--- config.mk ---
export PLATFORM = sky130hd
export DESIGN_NAME = sys_console
export DESIGN_NICKNAME = d
export VERILOG_FILES = /design/src/hdl/console_pkg.sv /design/src/hdl/host_port.sv /design/src/hdl/initiator_engine.sv /design/src/hdl/acceptor_engine.sv /design/src/hdl/message_log.sv /design/src/hdl/sys_console.sv
export SDC_FILE = /design/constraint.sdc
export NUM_CORES = 1
export LEC_CHECK = 0
export BUFFER_PORTS_ARGS = -buffer_cell sky130_fd_sc_hd__buf_2
export CAP_MARGIN = 20
export CORE_ASPECT_RATIO = 2
export CORE_MARGIN = 4
export CORE_UTILIZATION = 50
export CTS_CLUSTER_SIZE = 8
export DETAILED_ROUTE_END_ITERATION = 6
export PLACE_DENSITY_LB_ADDON = 0.25
export SKIP_CTS_REPAIR_TIMING = 1
export SYNTH_ARGS = -nofsm -noshare
export SYNTH_HDL_FRONTEND = slang
export SYNTH_SLANG_ARGS = --single-unit
--- constraint.sdc ---
create_clock -name clk -period 3.7 [get_ports clk]
set_clock_uncertainty 0.2 [all_clocks]
set_input_delay 0.37 -clock clk [delete_from_list [all_inputs] [get_ports clk]]
set_output_delay 0.37 -clock clk [all_outputs]
set_load 0.1 [all_outputs]
--- src/hdl/console_pkg.sv ---
`default_nettype none

package console_pkg;

	// host command opcodes, anything else decodes as idle
	typedef enum logic [7:0] {
		CMD_IDLE      = 8'h00,
		CMD_CONNECT   = 8'hBB,
		CMD_CONNECTED = 8'hCC,
		CMD_END       = 8'hEE
	} console_cmd_e;

	// host register map
	localparam logic [2:0] REG_CMD_STATUS = 3'd0;
	localparam logic [2:0] REG_LOG_DATA   = 3'd1;
	localparam logic [2:0] REG_LOG_LEN    = 3'd2;

	// frame marker bytes
	localparam logic [7:0] FRAME_SYN = 8'h16;
	localparam logic [7:0] FRAME_ACK = 8'h06;
	localparam logic [7:0] FRAME_EOT = 8'h04;

	// status byte layout
	localparam int STATUS_DONE_BIT = 0;
	localparam int STATUS_BUSY_BIT = 1;

endpackage

`default_nettype wire

--- src/hdl/host_port.sv ---
`timescale 1ns/1ps
`default_nettype none

module host_port import console_pkg::*; (
	input  wire        clk,
	input  wire        rst_n_i,
	input  wire  [2:0] addr_i,
	input  wire        read_i,
	input  wire        write_i,
	input  wire  [7:0] writedata_i,
	input  wire        busy_i,
	input  wire        done_i,
	input  wire  [7:0] log_data_i,
	input  wire  [7:0] log_len_i,
	output logic [7:0] readdata_o,
	output logic       cmd_connect_o,
	output logic       cmd_connected_o,
	output logic       cmd_end_o,
	output logic       log_read_o
);

	console_cmd_e wr_cmd;
	logic         pending;
	logic         accept;
	logic [7:0]   status;
	logic [7:0]   rd_mux;

	// decode of a command register write
	always_comb begin
		wr_cmd = CMD_IDLE;
		if (write_i && addr_i == REG_CMD_STATUS) begin
			case (writedata_i)
				CMD_CONNECT, CMD_CONNECTED, CMD_END: wr_cmd = console_cmd_e'(writedata_i);
				default: wr_cmd = CMD_IDLE;
			endcase
		end
	end

	// a pulse in flight counts as busy too
	assign pending = cmd_connect_o | cmd_connected_o | cmd_end_o;
	assign accept  = !busy_i && !pending;

	always_ff @(posedge clk or negedge rst_n_i) begin
		if (!rst_n_i) begin
			cmd_connect_o   <= 1'b0;
			cmd_connected_o <= 1'b0;
			cmd_end_o       <= 1'b0;
		end else begin
			cmd_connect_o   <= accept && wr_cmd == CMD_CONNECT;
			cmd_connected_o <= accept && wr_cmd == CMD_CONNECTED;
			cmd_end_o       <= accept && wr_cmd == CMD_END;
		end
	end

	always_comb begin
		status = 8'h00;
		status[STATUS_DONE_BIT] = done_i;
		status[STATUS_BUSY_BIT] = busy_i | pending;
	end

	always_comb begin
		case (addr_i)
			REG_CMD_STATUS: rd_mux = status;
			REG_LOG_DATA:   rd_mux = log_data_i;
			REG_LOG_LEN:    rd_mux = log_len_i;
			default:        rd_mux = 8'h00;
		endcase
	end

	// log pointer advances on the same edge that samples the byte
	assign log_read_o = read_i && addr_i == REG_LOG_DATA;

	// one cycle read latency and the value holds until the next read
	always_ff @(posedge clk or negedge rst_n_i) begin
		if (!rst_n_i) begin
			readdata_o <= 8'h00;
		end else if (read_i) begin
			readdata_o <= rd_mux;
		end
	end

	// a command pulse only ever reaches idle engines
	a_one_cmd: assert property (@(posedge clk) disable iff (!rst_n_i)
		pending |-> !busy_i);

endmodule

`default_nettype wire

--- src/hdl/initiator_engine.sv ---
`timescale 1ns/1ps
`default_nettype none

module initiator_engine import console_pkg::*; #(
	parameter logic [7:0] INIT_ID = 8'h01,
	parameter logic [7:0] ACC_ID  = 8'h02
) (
	input  wire        clk,
	input  wire        rst_n_i,
	input  wire        cmd_connect_i,
	input  wire        cmd_end_i,
	output logic [7:0] byte_o,
	output logic       we_o,
	output logic       end_o,
	output logic       syn_sent_o,
	output logic       busy_o
);

	typedef enum logic [1:0] {
		IDLE,
		SEND_SYN,
		OPEN,
		SEND_EOT
	} init_state_e;

	init_state_e state;
	logic [1:0]  cnt;

	always_ff @(posedge clk or negedge rst_n_i) begin
		if (!rst_n_i) begin
			state <= IDLE;
			cnt   <= 2'd0;
		end else begin
			case (state)
				IDLE: begin
					cnt <= 2'd0;
					if (cmd_connect_i)
						state <= SEND_SYN;
				end
				SEND_SYN: begin
					// three byte frame
					if (cnt == 2'd2) begin
						state <= OPEN;
						cnt   <= 2'd0;
					end else begin
						cnt <= cnt + 2'd1;
					end
				end
				OPEN: begin
					cnt <= 2'd0;
					if (cmd_end_i)
						state <= SEND_EOT;
				end
				SEND_EOT: begin
					if (cnt == 2'd1) begin
						state <= IDLE;
						cnt   <= 2'd0;
					end else begin
						cnt <= cnt + 2'd1;
					end
				end
				default: state <= IDLE;
			endcase
		end
	end

	always_comb begin
		byte_o = 8'h00;
		case (state)
			SEND_SYN: begin
				case (cnt)
					2'd0:    byte_o = FRAME_SYN;
					2'd1:    byte_o = INIT_ID;
					default: byte_o = ACC_ID;
				endcase
			end
			SEND_EOT: byte_o = (cnt == 2'd0) ? FRAME_EOT : INIT_ID;
			default:  byte_o = 8'h00;
		endcase
	end

	assign we_o       = state == SEND_SYN || state == SEND_EOT;
	assign busy_o     = we_o;
	// marks the last EOT byte for the acceptor
	assign end_o      = state == SEND_EOT && cnt == 2'd1;
	assign syn_sent_o = state == OPEN;

endmodule

`default_nettype wire

--- src/hdl/acceptor_engine.sv ---
`timescale 1ns/1ps
`default_nettype none

module acceptor_engine import console_pkg::*; #(
	parameter logic [7:0] INIT_ID = 8'h01,
	parameter logic [7:0] ACC_ID  = 8'h02
) (
	input  wire        clk,
	input  wire        rst_n_i,
	input  wire        cmd_connected_i,
	input  wire        syn_sent_i,
	input  wire        init_end_i,
	output logic [7:0] byte_o,
	output logic       we_o,
	output logic       end_o,
	output logic       busy_o
);

	typedef enum logic [1:0] {
		IDLE,
		SEND_ACK,
		ACKED,
		SEND_EOT
	} acc_state_e;

	acc_state_e state;
	logic [1:0] cnt;

	always_ff @(posedge clk or negedge rst_n_i) begin
		if (!rst_n_i) begin
			state <= IDLE;
			cnt   <= 2'd0;
		end else begin
			case (state)
				IDLE: begin
					cnt <= 2'd0;
					// session end still closes out an unacked session
					if (init_end_i)
						state <= SEND_EOT;
					else if (cmd_connected_i && syn_sent_i)
						state <= SEND_ACK;
				end
				SEND_ACK: begin
					if (cnt == 2'd2) begin
						state <= ACKED;
						cnt   <= 2'd0;
					end else begin
						cnt <= cnt + 2'd1;
					end
				end
				ACKED: begin
					cnt <= 2'd0;
					if (init_end_i)
						state <= SEND_EOT;
				end
				SEND_EOT: begin
					if (cnt == 2'd1) begin
						state <= IDLE;
						cnt   <= 2'd0;
					end else begin
						cnt <= cnt + 2'd1;
					end
				end
				default: state <= IDLE;
			endcase
		end
	end

	always_comb begin
		byte_o = 8'h00;
		case (state)
			SEND_ACK: begin
				case (cnt)
					2'd0:    byte_o = FRAME_ACK;
					2'd1:    byte_o = ACC_ID;
					default: byte_o = INIT_ID;
				endcase
			end
			SEND_EOT: byte_o = (cnt == 2'd0) ? FRAME_EOT : ACC_ID;
			default:  byte_o = 8'h00;
		endcase
	end

	assign we_o   = state == SEND_ACK || state == SEND_EOT;
	assign busy_o = we_o;
	assign end_o  = state == SEND_EOT && cnt == 2'd1;

	// initiator must not close while the ack frame is still going out
	a_no_end_in_ack: assert property (@(posedge clk) disable iff (!rst_n_i)
		init_end_i |-> state != SEND_ACK);

endmodule

`default_nettype wire

--- src/hdl/message_log.sv ---
`timescale 1ns/1ps
`default_nettype none

module message_log #(
	parameter int LOG_ADDR_W = 4
) (
	input  wire        clk,
	input  wire        rst_n_i,
	input  wire        clear_i,
	input  wire  [7:0] init_byte_i,
	input  wire        init_we_i,
	input  wire  [7:0] acc_byte_i,
	input  wire        acc_we_i,
	input  wire        sess_end_i,
	input  wire        read_i,
	output logic [7:0] data_o,
	output logic [7:0] len_o,
	output logic       done_o
);

	localparam int DEPTH = 1 << LOG_ADDR_W;

	logic [7:0]          mem [DEPTH];
	logic [LOG_ADDR_W:0] wr_ptr;
	logic [LOG_ADDR_W:0] rd_ptr;
	logic [LOG_ADDR_W:0] final_idx;
	logic [LOG_ADDR_W:0] rd_limit;
	logic                sess_end_q;
	logic                wr_en;
	logic [7:0]          wr_byte;
	logic                rd_avail;

	// only one engine talks at a time
	assign wr_en   = init_we_i | acc_we_i;
	assign wr_byte = init_we_i ? init_byte_i : acc_byte_i;

	always_ff @(posedge clk) begin
		if (wr_en)
			mem[wr_ptr[LOG_ADDR_W-1:0]] <= wr_byte;
	end

	// while the session runs, reads follow the bytes written so far
	assign rd_limit = done_o ? final_idx : wr_ptr;
	assign rd_avail = rd_ptr < rd_limit;
	assign data_o   = rd_avail ? mem[rd_ptr[LOG_ADDR_W-1:0]] : 8'h00;
	assign len_o    = 8'(final_idx);

	always_ff @(posedge clk or negedge rst_n_i) begin
		if (!rst_n_i) begin
			wr_ptr     <= '0;
			rd_ptr     <= '0;
			final_idx  <= '0;
			done_o     <= 1'b0;
			sess_end_q <= 1'b0;
		end else if (clear_i) begin
			wr_ptr     <= '0;
			rd_ptr     <= '0;
			final_idx  <= '0;
			done_o     <= 1'b0;
			sess_end_q <= 1'b0;
		end else begin
			if (wr_en)
				wr_ptr <= wr_ptr + 1'b1;
			// length latched once the last byte has landed
			sess_end_q <= sess_end_i;
			if (sess_end_q) begin
				final_idx <= wr_ptr;
				done_o    <= 1'b1;
			end
			if (read_i && rd_avail)
				rd_ptr <= rd_ptr + 1'b1;
		end
	end

	a_one_writer: assert property (@(posedge clk) disable iff (!rst_n_i)
		!(init_we_i && acc_we_i));

	a_no_wrap: assert property (@(posedge clk) disable iff (!rst_n_i)
		wr_en |-> wr_ptr < DEPTH);

endmodule

`default_nettype wire

--- src/hdl/sys_console.sv ---
`timescale 1ns/1ps
`default_nettype none

module sys_console #(
	parameter logic [7:0] INIT_ID    = 8'h01,
	parameter logic [7:0] ACC_ID     = 8'h02,
	parameter int         LOG_ADDR_W = 4
) (
	input  wire        clk,
	input  wire        rst_n_i,
	input  wire  [2:0] addr_i,
	input  wire        read_i,
	input  wire        write_i,
	input  wire  [7:0] writedata_i,
	output wire  [7:0] readdata_o
);

	wire       cmd_connect;
	wire       cmd_connected;
	wire       cmd_end;
	wire       log_read;
	wire [7:0] init_byte;
	wire       init_we;
	wire       init_end;
	wire       syn_sent;
	wire       init_busy;
	wire [7:0] acc_byte;
	wire       acc_we;
	wire       sess_end;
	wire       acc_busy;
	wire       busy;
	wire [7:0] log_data;
	wire [7:0] log_len;
	wire       log_done;

	assign busy = init_busy | acc_busy;

	host_port u_host_port (
		.clk             (clk),
		.rst_n_i         (rst_n_i),
		.addr_i          (addr_i),
		.read_i          (read_i),
		.write_i         (write_i),
		.writedata_i     (writedata_i),
		.busy_i          (busy),
		.done_i          (log_done),
		.log_data_i      (log_data),
		.log_len_i       (log_len),
		.readdata_o      (readdata_o),
		.cmd_connect_o   (cmd_connect),
		.cmd_connected_o (cmd_connected),
		.cmd_end_o       (cmd_end),
		.log_read_o      (log_read)
	);

	initiator_engine #(
		.INIT_ID (INIT_ID),
		.ACC_ID  (ACC_ID)
	) u_initiator (
		.clk           (clk),
		.rst_n_i       (rst_n_i),
		.cmd_connect_i (cmd_connect),
		.cmd_end_i     (cmd_end),
		.byte_o        (init_byte),
		.we_o          (init_we),
		.end_o         (init_end),
		.syn_sent_o    (syn_sent),
		.busy_o        (init_busy)
	);

	acceptor_engine #(
		.INIT_ID (INIT_ID),
		.ACC_ID  (ACC_ID)
	) u_acceptor (
		.clk             (clk),
		.rst_n_i         (rst_n_i),
		.cmd_connected_i (cmd_connected),
		.syn_sent_i      (syn_sent),
		.init_end_i      (init_end),
		.byte_o          (acc_byte),
		.we_o            (acc_we),
		.end_o           (sess_end),
		.busy_o          (acc_busy)
	);

	// a connect starts a fresh log
	message_log #(
		.LOG_ADDR_W (LOG_ADDR_W)
	) u_log (
		.clk         (clk),
		.rst_n_i     (rst_n_i),
		.clear_i     (cmd_connect),
		.init_byte_i (init_byte),
		.init_we_i   (init_we),
		.acc_byte_i  (acc_byte),
		.acc_we_i    (acc_we),
		.sess_end_i  (sess_end),
		.read_i      (log_read),
		.data_o      (log_data),
		.len_o       (log_len),
		.done_o      (log_done)
	);

endmodule

`default_nettype wire

==> flow_summary_export.csv, run 1 <==
group,metric,value,unit
sta,setup_viol,0,
logic_synthesis,synth_seq_area_share,59.38,%
critical_path,cp.arrival,3.02,ns
sta,period_minus_slack,2.937,ns
sta,fmax,340.5,MHz
cts,clk_latency,0.35,ns
layout,syn_to_final_growth,10.79,%
logic_synthesis,netlist_top_cells_area,"edfxtp_1 (42%), dfrtp_1 (18%), ha_1 (5.1%), mux2i_1 (4.8%), mux4_2 (4.4%)",
logic_synthesis,synth_cell_types,53,
cts,cts_buffer_depth,2,
layout,multi_input_area,0.001752,mm2
global_routing,grt_usage,18.23,%
logic_synthesis,synth_edf_count,64,
critical_path,crit_fanout,10,
sta,finalHoldViolCount,0,
cts,clock-root-buffer,"clkbuf_16",
floorplan,core_area,0.009012,mm2
layout,register_area,0.002748,mm2
routing,viasPerCell,5.881,
layout,nNetsFinal,389,
global_routing,grt_pass1_wl,14940,um
critical_path,endpoint_kind,"flop",
cts,cts_tree,"done",
sta,rsz0062_at_grt,"false",
sta,period_share,79.38,%
layout,utilization,56.88,%
cts,h-tree-depth,3,
layout,fillers,719,
sta,max_slew.worst_pin.slew,0.9640,ns
logic_synthesis,synthArstFlopShare,34.02,%
global_routing,grt_max_degree,34,
routing,post-route-drc-count,0,
place,place.gp.congestion,0.8463,
place,portBuffers,19,
routing,ant_nets,0,
critical_path,reg2reg_slack,0.76,ns
routing,wire_per_inst,20.48,um
cts,path_clk_slew,0.07,ns
global_routing,grt-ovfl-total,0,
pwr,vdd_drop_max,0.6212,mV
critical_path,ff2ff_path_depth,7,
cts,clkSinkCount,97,
floorplan,rows,49,
min_path,hold_depth,3,
global_routing,grt_pass1_vias,2833,
floorplan,dieArea,0.01095,mm2
critical_path,critical_path_class,"flop to flop",
logic_synthesis,syn_area,0.004627,mm2
floorplan,io_pins,23,
logic_synthesis,yosys.area.top_type,"edfxtp_1",
layout,diodes,0,
sta,max_slew_margin,35.50,%
critical_path,startpoint_type,"flop",
critical_path,rr_endpoint,"u_host_port.cmd_connected_o",
global_routing,antenna_found_initial,0,
routing,num_vias,2717,
logic_synthesis,syn_area_per_cell,13.89,um2
logic_synthesis,yosysWarnings,0,
min_path,min-delay-start,"writedata_i[2]",
routing,routed_wl,9461,um
sta,maxSlewViolCount,0,
cts,cts_made_buffers,9,
outcome,status,"finished clean",
min_path,min_path_type,"input port to flop",
place,place_hpwl,7030,um
critical_path,rr_startpoint,"u_initiator.state[1]",
flow_run,cap_violations,0,
sta,fin_tns_setup,0,ns
logic_synthesis,synth-main-ff-cell,"edfxtp_1",
pwr,total_power,4.426,mW
routing,drt_pass1_iterations,4,
routing,drtIter0Drc,226,
floorplan,die_w,76.02,um
pwr,p_per_area,863.5,mW/mm2
critical_path,crit_required,3.78,ns
logic_synthesis,netlist.area_leader.share,41.54,%
min_path,min_to,"u_host_port.cmd_connect_o",
logic_synthesis,syn_inst,333,
floorplan,start_util,51.34,%
logic_synthesis,synth_seq_cells,97,
floorplan,die_h,144.0,um
pwr,power_leakage,2.022,nW
layout,drive_above_1_share,15.00,%
## cell families after synthesis
family                     share of synthesized area [%]
and+or+nand+nor                                    12.57
DFF                                                59.38
muxes                                              13.52
AOI/OAI and AO/OA                                  5.814
buffers and inverters                              2.920
adders and majority gates                          5.138
xor gates and xnor gates                          0.5680
other                                            0.08105
## cells in the mapped netlist (4+ instances only)
cell type,n
a21oi_1,12
and2_1,10
and3_1,8
buf_2,6
clkbuf_1,6
dfrtp_1,33
edfxtp_1,64
ha_1,19
inv_1,12
mux2i_1,22
mux4_1,6
mux4_2,9
nand2_1,17
nand2b_1,10
nand3_1,6
nor2_1,24
nor2b_1,9
nor3_1,4
o21ai_0,7
## critical path, stage by stage (launching register included)
cell           delay, ns
dfrtp_1             0.39
inv_1               0.09
ha_1                0.30
or4_4               0.59
nor4_4              0.22
nand4_1             0.20
nor4b_2             0.30
dlygate4sd3_1       0.58
## flip-flops by register name (all words and copies together), names as in the netlist, 2 cells and up
register / cells
u_acceptor.cnt: 2
u_initiator.cnt: 2
u_log.rd_ptr: 5
u_initiator.state: 2
u_log.wr_ptr: 5
u_acceptor.state: 2
u_host_port.readdata_o: 5
u_log.mem: 64
u_log.final_idx: 5
## report_power, final
group	internal [mW]	total, mW	switching, mW
Clock	0.481	0.923	0.442
Sequential	1.61	1.87	0.260
Combinational	0.659	1.63	0.974
Total	2.75	4.43	1.68
## layer usage
metal | global-route usage [%] | share of wire (%)
met1 | 19.38 | 36
met2 | 34.04 | 59
met3 | 3.180 | 1.3
met4 | 9.287 | 3.7
met5 | 0 | 0
## per-stage QoR
stage | std cells | hold slack, ns | setup WS (ns) | instance area, um2
global placement | 442 | 0.2784 | 1.129 | 4790
CTS | 458 | -0.08549 | 1.064 | 5089
finish | 462 | 0.08647 | 0.7630 | 5126
detailed placement | 442 | 0.2868 | 1.074 | 4790
floorplan | 335 | -0.1256 | 1.378 | 4634
global route | 462 | 0.09900 | 0.6401 | 5126
## cells in the final DEF, fill, tap and decap left out, types with 3 or more instances in the layout
cell and instances:
edfxtp_1 64, dfrtp_1 33, nor2_1 24, mux2i_1 22
ha_1 19, buf_2 19, nand2_1 17, inv_1 12
a21oi_1 12, nand2b_1 10, and2_1 10, nor2b_1 9
mux4_2 9, clkbuf_16 9, and3_1 8, o21ai_0 7
nand3_1 6, mux4_1 6, nor3_1 4, inv_6 4
buf_4 4, nor3b_1 3, a221o_1 3, conb_1 3
dlygate4sd3_1 3
## how the worst max path moves through the flow
stage,startpoint,endpoint,depth (start not counted)
2_1_floorplan,u_log.done_o,u_log.rd_ptr[4],7
3_3_place_gp,u_log.rd_ptr[0],u_host_port.readdata_o[2],4
3_5_place_dp,u_log.rd_ptr[0],u_host_port.readdata_o[4],4
4_1_cts,u_log.rd_ptr[0],u_host_port.readdata_o[4],4
5_1_grt,u_initiator.state[1],u_host_port.cmd_connected_o,7
6_report,u_initiator.state[1],u_host_port.cmd_connected_o,7
## area by class of cell
class	instances	area share, %
clock buffer	9	4.393
clock inverter	7	1.440
inverter	12	0.8787
multi-input combinational	209	34.17
sequential	97	53.60
tap	102	2.490
timing repair buffer	26	3.027
Power figures use the tool's default switching activity.
==> run 2, diff against run 1 <==
==> constraint.sdc (replaced) <==
create_clock -name clk -period 2.87 [get_ports clk]
set_clock_uncertainty 0.2 [all_clocks]
set_input_delay 0.287 -clock clk [delete_from_list [all_inputs] [get_ports clk]]
set_output_delay 0.287 -clock clk [all_outputs]
set_load 0.1 [all_outputs]
==> run 2 against run 1 <==
- the run now ends with negative hold slack left
- combinational power grew 36%
- critical path depth shrank 1
- largest cell class unchanged
- critical path type unchanged
- non-clock buffer count increased by 5
- largest power group unchanged
==> flow_summary_export.csv, run 2 (same netlist as run 1, synthesis figures left out) <==
group,metric,value,unit
sta,fin_tns_setup,0,ns
routing,routed_wl,9333,um
pwr,power_leakage,2.037,nW
floorplan,rows,49,
floorplan,start_util,51.34,%
routing,post-route-drc-count,0,
layout,nNetsFinal,394,
place,place_hpwl,6986,um
flow_run,cap_violations,0,
floorplan,die_h,144.0,um
floorplan,core_area,0.009012,mm2
layout,finalInstanceArea,0.005154,mm2
critical_path,critical_path_class,"flop to flop",
place,dp_slack,0.3299,ns
place,dpl_cell_area,0.004835,mm2
cts,h-tree-depth,3,
floorplan,die_w,76.02,um
cts,clk_latency,0.34,ns
pwr,vdd_drop_max,0.6766,mV
floorplan,io_pins,23,
sta,setup_viol,0,
sta,whs,-0.008088,ns
routing,ant_nets,0,
critical_path,endpoint_kind,"flop",
critical_path,startpoint_type,"flop",
critical_path,rr_startpoint,"u_log.done_o",
critical_path,crit_required,2.89,ns
global_routing,grt_pass1_vias,2762,
sta,fmax,389.1,MHz
routing,wire_per_inst,19.99,um
layout,largest_reg_flops,64,
cts,cts_tree,"done",
min_path,min-delay-start,"writedata_i[2]",
layout,fillers,717,
critical_path,cp_cell_sequence,"mux2i_1 -> ha_1 -> a21oi_1 -> o2111ai_1 -> nor4_1 -> mux2_1",
cts,path_clk_slew,0.06,ns
critical_path,critPathMaxStageDelay,0.51,ns
cts,clkSinkCount,97,
routing,num_vias,2708,
global_routing,grt_pass1_wl,14480,um
sta,period_minus_slack,2.570,ns
sta,maxSlewViolCount,0,
layout,layout_common_cells,"edfxtp_1 (64), dfrtp_1 (33), nor2_1 (24)",
cts,cts_buffer_depth,2,
place,place.gp.congestion,0.7889,
global_routing,grt_usage,17.56,%
layout,diodes,0,
min_path,min_path_type,"input port to flop",
sta,setup_slack,0.3003,ns
critical_path,crit_slowest_cell,"dfrtp_1",
layout,drive_above_1_share,15.34,%
critical_path,startpoint,"u_log.done_o",
global_routing,grt-ovfl-total,0,
layout,multi_input_area,0.001752,mm2
outcome,failed_checks,"negative hold slack",
critical_path,cp.arrival,2.59,ns
sta,max_slew.worst_pin.slew,0.7487,ns
sta,finalHoldViolCount,1,
sta,period_share,89.54,%
cts,clock-root-buffer,"clkbuf_16",
outcome,status,"finished, violations left",
pwr,total_power,5.752,mW
global_routing,grt_max_degree,34,
place,portBuffers,19,
critical_path,crit_fanout,8,
global_routing,antenna_found_initial,0,
routing,viasPerCell,5.799,
sta,rsz0062_at_grt,"false",
routing,drt_pass1_iterations,4,
layout,layout_commonest_cell,"edfxtp_1",
layout,syn_to_final_growth,11.38,%
cts,cts_made_buffers,9,
routing,drtIter0Drc,210,
layout,register_area,0.002748,mm2
pwr,p_per_area,1116,mW/mm2
sta,max_slew_margin,50.08,%
floorplan,dieArea,0.01095,mm2
run 2: changes by cell type in the layout (fill, tap and decap cells not counted), sizes merged:
cell	change
clkbuf	+3
buf	+5
clkinv	+1
bufinv	+1
inv	-5
run 2: final timing paths:
path                                                to  slack [ns]  cells past startpoint
min                          u_host_port.cmd_connect_o      -0.008                      3
min reg2reg                          u_acceptor.cnt[0]        0.31                      1
max                                    u_log.rd_ptr[4]        0.30                      6
min in group asynchronous  u_host_port.cmd_connected_o        0.36                      2
max in group asynchronous              u_log.rd_ptr[0]        1.63                      2
max reg2reg                            u_log.rd_ptr[4]        0.30                      6
run 2: power breakdown:
part | internal, mW | leakage, nW | switching (mW) | total (mW)
Combinational | 0.897 | 0.883 | 1.32 | 2.22
Clock | 0.679 | 0.141 | 0.484 | 1.16
Sequential | 2.08 | 1.01 | 0.297 | 2.37
run 2: area by class of cell:
type	instances	share of cell area [%]
well taps	102	2.476
multi-input cells	209	33.99
clock buffers	12	4.588
clock inverters	4	1.020
flip-flops and latches	97	53.31
repair buffers	31	3.739
inverters	12	0.8740
run 2: critical path: cells and delay by family, from the launching register on:
| kind | cells | cell delay, ns |
|---|---|---|
| simple gates | 1 | 0.38 |
| fa+ha+maj | 1 | 0.27 |
| compound gates | 2 | 0.50 |
| flops | 1 | 0.51 |
| mux | 2 | 0.61 |
run 2: per-stage QoR:
stage / cells / util [%]
final: 467 / 57.18
after global routing: 467 / 57.18
after detailed placement: 448 / 53.64
after floorplan: 335 / -
after global placement: 448 / 53.64
after CTS: 464 / 56.85
run 2: routing by layer:
metal	vias to the layer above	wire (um)	part of all wire (%)	GRT usage (%)
met5	-	0	0	0
met4	0	167	1.8	6.285
met3	14	207	2.2	2.805
met2	37	5585	60	35.53
met1	1361	3372	36	17.48
li1	1296	-	-	-
